## src/sdram_pkg.sv

```systemverilog
package sdram_pkg;

  // geometry of the 32 MB part, 4 banks of 8192 rows by 512 columns
  localparam int BA_W   = 2;
  localparam int ROW_W  = 13;
  localparam int COL_W  = 9;
  localparam int ADDR_W = BA_W + ROW_W + COL_W;
  localparam int DATA_W = 16;

  // one word address, seen two ways
  // flat is the running word index used by the test sequencer
  // fields is the bank/row/column split used by the controller
  typedef union packed {
    logic [ADDR_W-1:0] flat;
    struct packed {
      logic [BA_W-1:0]  ba;
      logic [ROW_W-1:0] row;
      logic [COL_W-1:0] col;
    } fields;
  } sdram_addr_t;

  // command codes as {cs_n, ras_n, cas_n, we_n}
  localparam logic [3:0] CMD_NOP       = 4'b0111;
  localparam logic [3:0] CMD_ACTIVE    = 4'b0011;
  localparam logic [3:0] CMD_READ      = 4'b0101;
  localparam logic [3:0] CMD_WRITE     = 4'b0100;
  localparam logic [3:0] CMD_REFRESH   = 4'b0001;
  localparam logic [3:0] CMD_PRECHARGE = 4'b0010;
  localparam logic [3:0] CMD_LOAD_MODE = 4'b0000;

  // timing in clk_design cycles
  localparam int CAS_LAT = 2;
  localparam int T_RCD   = 2;
  localparam int T_RP    = 2;
  // refresh to next command
  localparam int T_RFC   = 7;
  // write recovery before auto-precharge starts
  localparam int T_WR    = 2;

  // mode register
  // a9 single write, a6:4 cas latency 2, a3 sequential, a2:0 burst of 1
  localparam logic [ROW_W-1:0] MODE_WORD = {
    3'b000, 1'b1, 2'b00, 3'b010, 1'b0, 3'b000
  };

endpackage

```

## src/mem_test_seq.sv

```systemverilog
`timescale 1ns/1ns

module mem_test_seq #(
  parameter int N_WORDS = 256
) (
  input  logic                          clk_design,
  input  logic                          rst_n,
  input  logic [6:0]                    btns,
  input  logic                          sd_done,
  input  logic [sdram_pkg::DATA_W-1:0]  sd_data_out,
  output sdram_pkg::sdram_addr_t        sd_addr,
  output logic                          sd_rw,
  output logic [sdram_pkg::DATA_W-1:0]  sd_data_in,
  output logic                          sd_in_valid,
  output logic [7:0]                    leds
);

  localparam int AW = sdram_pkg::ADDR_W;
  localparam int DW = sdram_pkg::DATA_W;

  localparam logic [AW-1:0] LAST_IDX = AW'(N_WORDS - 1);

  // test phases
  localparam logic [1:0] P_WRITE = 2'd0;
  localparam logic [1:0] P_READ  = 2'd1;
  localparam logic [1:0] P_DONE  = 2'd2;

  logic [1:0]    phase;
  logic [5:0]    seed;
  // seed from the button press, applied when the restart happens
  logic [5:0]    seed_next;
  logic          restart_req;
  logic          btn0_q;
  logic          btn_rise;
  logic          err;
  logic [6:0]    last_low;
  logic          is_last;
  logic          mismatch;
  logic [AW-1:0] next_idx;

  // test word for index i: i * 0x0101, seed xor'd into the top six bits
  function automatic logic [DW-1:0] pattern(input logic [AW-1:0] idx, input logic [5:0] s);
    return (idx[DW-1:0] * 16'h0101) ^ {s, 10'b0};
  endfunction

  assign btn_rise = btns[0] && !btn0_q;
  assign is_last  = (sd_addr.flat == LAST_IDX);
  assign next_idx = sd_addr.flat + 1'b1;
  assign mismatch = (sd_data_out != pattern(sd_addr.flat, seed));

  // sticky error on top, low bits of the last word read below
  assign leds = {err, last_low};

  always_ff @(posedge clk_design) begin
    if (!rst_n) begin
      phase       <= P_WRITE;
      sd_addr     <= '0;
      sd_rw       <= 1'b0;
      sd_in_valid <= 1'b0;
      seed        <= '0;
      seed_next   <= '0;
      // leaving reset starts a run with seed 0
      restart_req <= 1'b1;
      btn0_q      <= 1'b0;
      err         <= 1'b0;
      last_low    <= '0;
    end else begin
      btn0_q <= btns[0];
      // restart only once no request is left in flight
      if (restart_req && (!sd_in_valid || sd_done)) begin
        restart_req  <= 1'b0;
        phase        <= P_WRITE;
        sd_addr.flat <= '0;
        seed         <= seed_next;
        err          <= 1'b0;
        sd_rw        <= 1'b1;
        sd_in_valid  <= 1'b1;
        sd_data_in   <= pattern('0, seed_next);
      end else if (sd_done) begin
        case (phase)
          P_WRITE: begin
            if (is_last) begin
              // wrap to index 0 and start reading back
              phase        <= P_READ;
              sd_addr.flat <= '0;
              sd_rw        <= 1'b0;
            end else begin
              sd_addr.flat <= next_idx;
              sd_data_in   <= pattern(next_idx, seed);
            end
          end
          P_READ: begin
            err      <= err | mismatch;
            last_low <= sd_data_out[6:0];
            if (is_last) begin
              phase       <= P_DONE;
              sd_in_valid <= 1'b0;
            end else begin
              sd_addr.flat <= next_idx;
            end
          end
          default: begin
            sd_in_valid <= 1'b0;
          end
        endcase
      end
      // a new press overrides the clear above
      if (btn_rise) begin
        restart_req <= 1'b1;
        seed_next   <= btns[6:1];
      end
    end
  end

endmodule

```

## config.mk

```make
export PLATFORM = sky130hd
export DESIGN_NAME = mem_test_seq
export DESIGN_NICKNAME = d
export VERILOG_FILES = /design/src/sdram_pkg.sv /design/src/mem_test_seq.sv
export SDC_FILE = /design/constraint.sdc
export NUM_CORES = 1
export LEC_CHECK = 0
export BUFFER_PORTS_ARGS = -buffer_cell sky130_fd_sc_hd__buf_2
export CELL_PAD_IN_SITES_DETAIL_PLACEMENT = 1
export CELL_PAD_IN_SITES_GLOBAL_PLACEMENT = 1
export CORE_MARGIN = 3
export CORE_UTILIZATION = 46
export DETAILED_ROUTE_END_ITERATION = 10
export GPL_ROUTABILITY_DRIVEN = 0
export PLACE_DENSITY = 0.92
export REMOVE_ABC_BUFFERS = 1
export SLEW_MARGIN = 40
export SYNTH_ARGS = -nofsm -noshare
export SYNTH_HDL_FRONTEND = slang
export SYNTH_SLANG_ARGS = --single-unit
```

## constraint.sdc

```tcl
create_clock -name clk_design -period 5.6 [get_ports clk_design]
set_input_delay 0 -clock clk_design [delete_from_list [all_inputs] [get_ports clk_design]]
set_output_delay 0 -clock clk_design [all_outputs]
set_load 0.03 [all_outputs]
```

* Word-level counts from Yosys, hierarchy flattened
Index checks and enable logic that the tools add are counted.
** Storage, ports and cells
- Output and inout bits :: 50
- Bits in registers :: 66
- Word-level logic and storage cells :: 65
- Input port bits :: 26
** Operators by class
- Mux-type cells :: 17
- Bitwise gates (word level) :: 5
- Multipliers :: 2
- Eq/ne operators :: 9
- Reduce and logical (&&, ||, !) cells :: 19
- Add/sub/neg operators :: 1
** Operators by type and width (count)
- two-way mux 16 bit :: 4
- two-way mux 24 bit :: 2
- case mux 24 bit (2 select lines) :: 1
- multiplier 16 x 9 -> 16 bit (second input constant) :: 2
- XOR 16 bit :: 2
- adder 24 x 1 -> 24 bit (second input constant) :: 1
- == test 24 x 8 -> 1 bit (second input constant) :: 1
- inequality test 16 bit :: 1
- AND reduction 3 bit :: 4
- inequality test 2 bit (second input constant) :: 4
- AND reduction 4 bit :: 2
- nonzero test 2 bit :: 4
- two-way mux 1 bit :: 6
- two-way mux 2 bit :: 2
- case mux 2 bit (2 select lines) :: 1
- OR reduction 2 bit :: 2
- inequality test 3 bit (second input constant) :: 1
- == test 2 x 1 -> 1 bit (second input constant) :: 1
- logical AND 1 bit :: 2
- logical NOT 1 bit :: 2
- logical NOT 2 bit :: 1
- inequality test 2 x 1 -> 1 bit (second input constant) :: 1
- inverter 1 bit :: 2
- case mux 1 bit (2 select lines) :: 1
- other kinds (3) :: 3

* Logic depth before layout (Yosys ltp)
- Depth after elaboration :: 7
- Gate-level depth with buffers :: 15
- Gate-level depth less buffers :: 14

* Least setup slack after synthesis
OpenSTA, ideal clock, no wires.
- Path type :: register -> register
- Start :: reg sd_addr[1] (netlist name)
- End :: reg sd_data_in[14] (netlist name), data pin
- Setup slack :: 2321 ps
- Data arrival time :: 3010 ps
- Buffers on the path :: 1
- Data required time :: 5331 ps
- Period minus slack after synthesis :: 3279 ps
- Cell stages (with the launch flop) :: 16
- Cells stage by stage :: dfxtp_1 ha_1 and3_1 buf_6 nand3_1 xnor2_1 ha_1 ha_1 ha_1 inv_1 fa_1 inv_1 a21o_1 a21oi_1 xnor2_1 a21oi_1
** On the way
- Longest elaborated chain between the ends :: 7
** Ends and longest elaborated chain
- start, declared :: line mem_test_seq.sv:11 : output sdram_pkg::sdram_addr_t sd_addr,
- adder 24 x 1 -> 24 bit :: line mem_test_seq.sv:48 : assign next_idx = sd_addr.flat + 1'b1;
- multiplier 16 x 9 -> 16 bit :: line mem_test_seq.sv:43 : return (idx[DW-1:0] * 16'h0101) ^ {s, 10'b0};
- XOR 16 bit :: line mem_test_seq.sv:43
- two-way mux 16 bit :: line mem_test_seq.sv:82 : if (is_last) begin
- two-way mux 16 bit :: line mem_test_seq.sv:80 : case (phase)
- two-way mux 16 bit :: line mem_test_seq.sv:79 : end else if (sd_done) begin
- two-way mux 16 bit :: line mem_test_seq.sv:70 : if (restart_req && (!sd_in_valid || sd_done)) begin
- end signal, assigned :: line mem_test_seq.sv:78 : sd_data_in <= pattern('0, seed_next);
- end signal, assigned :: line mem_test_seq.sv:89 : sd_data_in <= pattern(next_idx, seed);
- end, declared :: line mem_test_seq.sv:13 : output logic [sdram_pkg::DATA_W-1:0] sd_data_in,
Every way passes these cells. The select of a mux whose other input is x is not followed.
A chain may end at the register's enable or synchronous reset.

* Final worst setup path
- Start :: reg sd_addr[0] (netlist name)
- End :: reg sd_data_in[15] (netlist name), data pin
The elaborated chain is that of the path after synthesis.

==> run_results.csv <==
group,metric,value,unit
status,status,"finished, final reports clean",
worst_setup_path,slowest_delay,550,ps
worst_setup_path,r2r.worst_path.cells,12,
clock_network,clk-insertion-delay-late,360,ps
clock_network,post_cts_buffers,0,
hold_path,holdCritPathClass,"input pin to register",
drt,routedWlPerCell,20.1,um
synth,synth.yosys.seq_area_share,0.382,
clock_network,numCtsBuffers,9,
worst_setup_path,timing.rr.start,"sd_addr[0]$_SDFFE_PP0P_",
pwr,maximum_ir_drop_on_the_vdd_rail,0.113,mV
grt,globalRouteOverflowTotal,0,
clock_network,tritoncts,"done",
sta,slew_violations,0,
cells_and_area,area.growth.synth_to_final,19.4,%
cells_and_area,layout_cells_sized_above_1,0.207,
sta,maxClockFrequency,263,MHz
drt,count_of_tritonroute_iterations_in_the_first_routing_pass,5,
grt,gr-usage-all-layers,0.256,
worst_setup_path,timing.critical_path.from_type,"register",
pwr,switchingPower,273,uW
grt,grt_start_max_net_pins,28,
synth,netlist-cell-type-count,50,
die,placeableCoreArea,7970,sq um
worst_setup_path,critical_path.endpoint_type,"register",
pwr,portion_of_total_power_attributed_to_the_clock_network,0.373,
synth,synthesis.yosys.warnings,0,
grt,grt_antenna_before_repair,0,
worst_setup_path,worstPathRequired,5680,ps
pwr,power.share.combinational,0.122,
cells_and_area,nNetsFinal,553,
synth,avgSynthCellArea,9.63,sq um
sta,hold_ws,318,ps
worst_setup_path,critical_path_peak_fanout,11,
clock_network,max_root_sink_buffers,2,
synth,postSynthCellCount,403,
sta,final_skew,10.5,ps
pwr,p_per_area,220,nW/um^2
drt,final_antenna_net_count,0,
hold_path,hold_path_depth,7,
pwr,internal_power,746,uW
cells_and_area,antenna-diode-count,0,
sta,final.setup.worst_slack,1790,ps
synth,count_of_flip_flops_with_a_built_in_enable_after_synthesis,16,
worst_setup_path,timing.critical_path.cells,"ha_1 > and3_1 > nand4_2 > nor2_1 > xor2_1 > ha_1 > ha_1 > ha_1 > a21oi_1 > o21ai_0 > xnor2_1 > o21ai_1",
grt,via_count_of_the_first_global_routing_pass,3799,
worst_setup_path,critPathTopFamily,"adder cells",
clock_network,htree_levels,3,
clock_network,cts.reportedPaths.clkPinSlew,70,ps
die,die_h,97.9,um
clock_network,library_cell_used_as_clock_root_buffer,"clkbuf_8",
clock_network,holdBufCountCts,17,
pwr,p_leak,0.00210,uW
worst_setup_path,worstReg2RegEnd,"sd_data_in[15]$_DFFE_PP_",
flow_run,drv.max_cap_violation_count,0,
hold_path,timing.hold.worst.start,"sd_data_out[9]",
die,io_pins,76,
cells_and_area,design_area,4630,sq um
sta,grt_setup_unrepaired,"no",
placement,port_buffers,75,
worst_setup_path,worstSetupPathType,"register to register",
synth,synth_area,3880,sq um
drt,post_drt_via_cell_ratio,5.78,
placement,dpl_worst_slack,1960,ps
die,die_width,97.9,um
placement,instance_area_after_placement,4280,sq um
sta,report.final.setup_viol,0,
worst_setup_path,setup.reg_to_reg.worst_slack,1790,ps
die,initial_cell_density_of_the_core,0.487,
die,fp.dieArea,9580,sq um
worst_setup_path,critical-path-top-cell-by-count,"ha_1",
pwr,p_seq_frac,0.505,
drt,drt_drc_violations_left,0,
grt,grt_pass1_wl,19500,um
die,fp-row-count,32,
clock_network,cts-resized-gates,0,
cells_and_area,most-common-layout-cells,"buf_2, dfxtp_1, xnor2_1, nor2_1, ha_1",
worst_setup_path,critical_path_arrival,3890,ps
pwr,p_sw_frac,0.268,
hold_path,timing.hold.worst_endpoint,"err$_SDFFE_PP0P_",
sta,slew_headroom,0.476,
placement,dpl.hpwl,8500,um
worst_setup_path,critical_path_cell_with_the_highest_stage_delay,"dfxtp_1",
drt,totalWireLength,12000,um
sta,timing_hold_violations_final,0,
drt,num_vias,3440,
sta,worst_pin_slew,785,ps
sta,period_needed,3810,ps
sta,fin_setup_tns,0,ps
cells_and_area,layout.cells.most_common,"buf_2",
sta,layout_worst_path_cycle_share,0.680,
worst_setup_path,path_buf_inv,0,
drt,drt_first_iter_violations,184,
clock_network,cts.sinks,66,
synth,synth.ff_latch_count,66,
synth,synth_flop_cell,"dfxtp_1",
synth,synthArstFlopShare,0,
cells_and_area,finalCoreUtilization,0.582,
## worst register-to-register path: stages, from the launching register on
cell and delay [ps]:
dfxtp_1 550, ha_1 320, and3_1 350, nand4_2 210
nor2_1 220, xor2_1 240, ha_1 280, ha_1 340
ha_1 360, a21oi_1 250, o21ai_0 180, xnor2_1 170
o21ai_1 80
## layer usage
| metal | wire length [um] | track usage | part of all wire |
|---|---|---|---|
| met4 | 419 | 0.120 | 0.035 |
| met2 | 6160 | 0.450 | 0.51 |
| met1 | 4570 | 0.293 | 0.38 |
| met3 | 822 | 0.0564 | 0.069 |
| met5 | 0 | 0 | 0 |
## cell usage after synthesis, types with 8 or more instances
master / number / share of area
nand2_1: 27 / 0.026
o21ai_0: 8 / 0.010
xnor2_1: 48 / 0.11
a22oi_1: 9 / 0.017
mux2i_1: 13 / 0.034
and2_1: 9 / 0.015
nor2_1: 49 / 0.047
ha_1: 37 / 0.12
a21oi_1: 25 / 0.032
dfxtp_1: 50 / 0.26
nand3_1: 10 / 0.013
inv_1: 15 / 0.015
xor2_1: 15 / 0.034
edfxtp_1: 16 / 0.12
## worst max path at each step
| stage | slack (ps) | cells past startpoint | to | start |
|---|---|---|---|---|
| final | 1790 | 12 | sd_data_in[15]$_DFFE_PP_ | sd_addr[0]$_SDFFE_PP0P_ |
| after CTS | 1860 | 12 | sd_data_in[15]$_DFFE_PP_ | sd_addr[0]$_SDFFE_PP0P_ |
| after detailed placement | 1960 | 12 | sd_data_in[15]$_DFFE_PP_ | sd_addr[0]$_SDFFE_PP0P_ |
| after global routing | 1580 | 12 | sd_data_in[15]$_DFFE_PP_ | sd_addr[0]$_SDFFE_PP0P_ |
| after floorplan | 2220 | 14 | sd_data_in[14]$_DFFE_PP_ | sd_addr[0]$_SDFFE_PP0P_ |
| after global placement | 2270 | 12 | sd_data_in[15]$_DFFE_PP_ | sd_addr[0]$_SDFFE_PP0P_ |
## registers in the layout, indices dropped and copies added, names as in the netlist
register,cells
last_low,7
seed,6
seed_next,6
sd_in_valid,1
sd_data_in,16
btn0_q,1
sd_addr,24
phase,2
sd_rw,1
restart_req,1
err,1
## power groups by stage
stage	combinational, uW	sequential [uW]	clock [uW]
2_1_floorplan	49.5	547	0
3_3_place_gp	110	524	0
3_5_place_dp	113	526	0
4_1_cts	124	515	381
5_1_grt	135	517	403
6_report	124	515	380
## area by class of cell
type	count	area [sq um]
fillers	919	3330
multi-input cells	304	2240
flip-flops and latches	66	1480
repair buffers	92	546
clock buffers	14	173
well taps	102	128
inverters	15	56.3
clock inverters	2	10.0
## cells by family after synthesis
family / Yosys count / synth area share
compound gates: 55 / 0.0858
xor+xnor: 64 / 0.148
fa+ha+maj: 39 / 0.130
buf+inv: 33 / 0.0435
flops: 66 / 0.382
mux: 13 / 0.0335
simple gates: 133 / 0.178
## through the flow
| step | cells | power (uW) |
|---|---|---|
| after floorplan | 385 | 596 |
| after global placement | 562 | 634 |
| after detailed placement | 562 | 639 |
| after CTS | 595 | 1020 |
| after global routing | 595 | 1050 |
| final | 595 | 1020 |
Power figures use the tool's default switching activity.
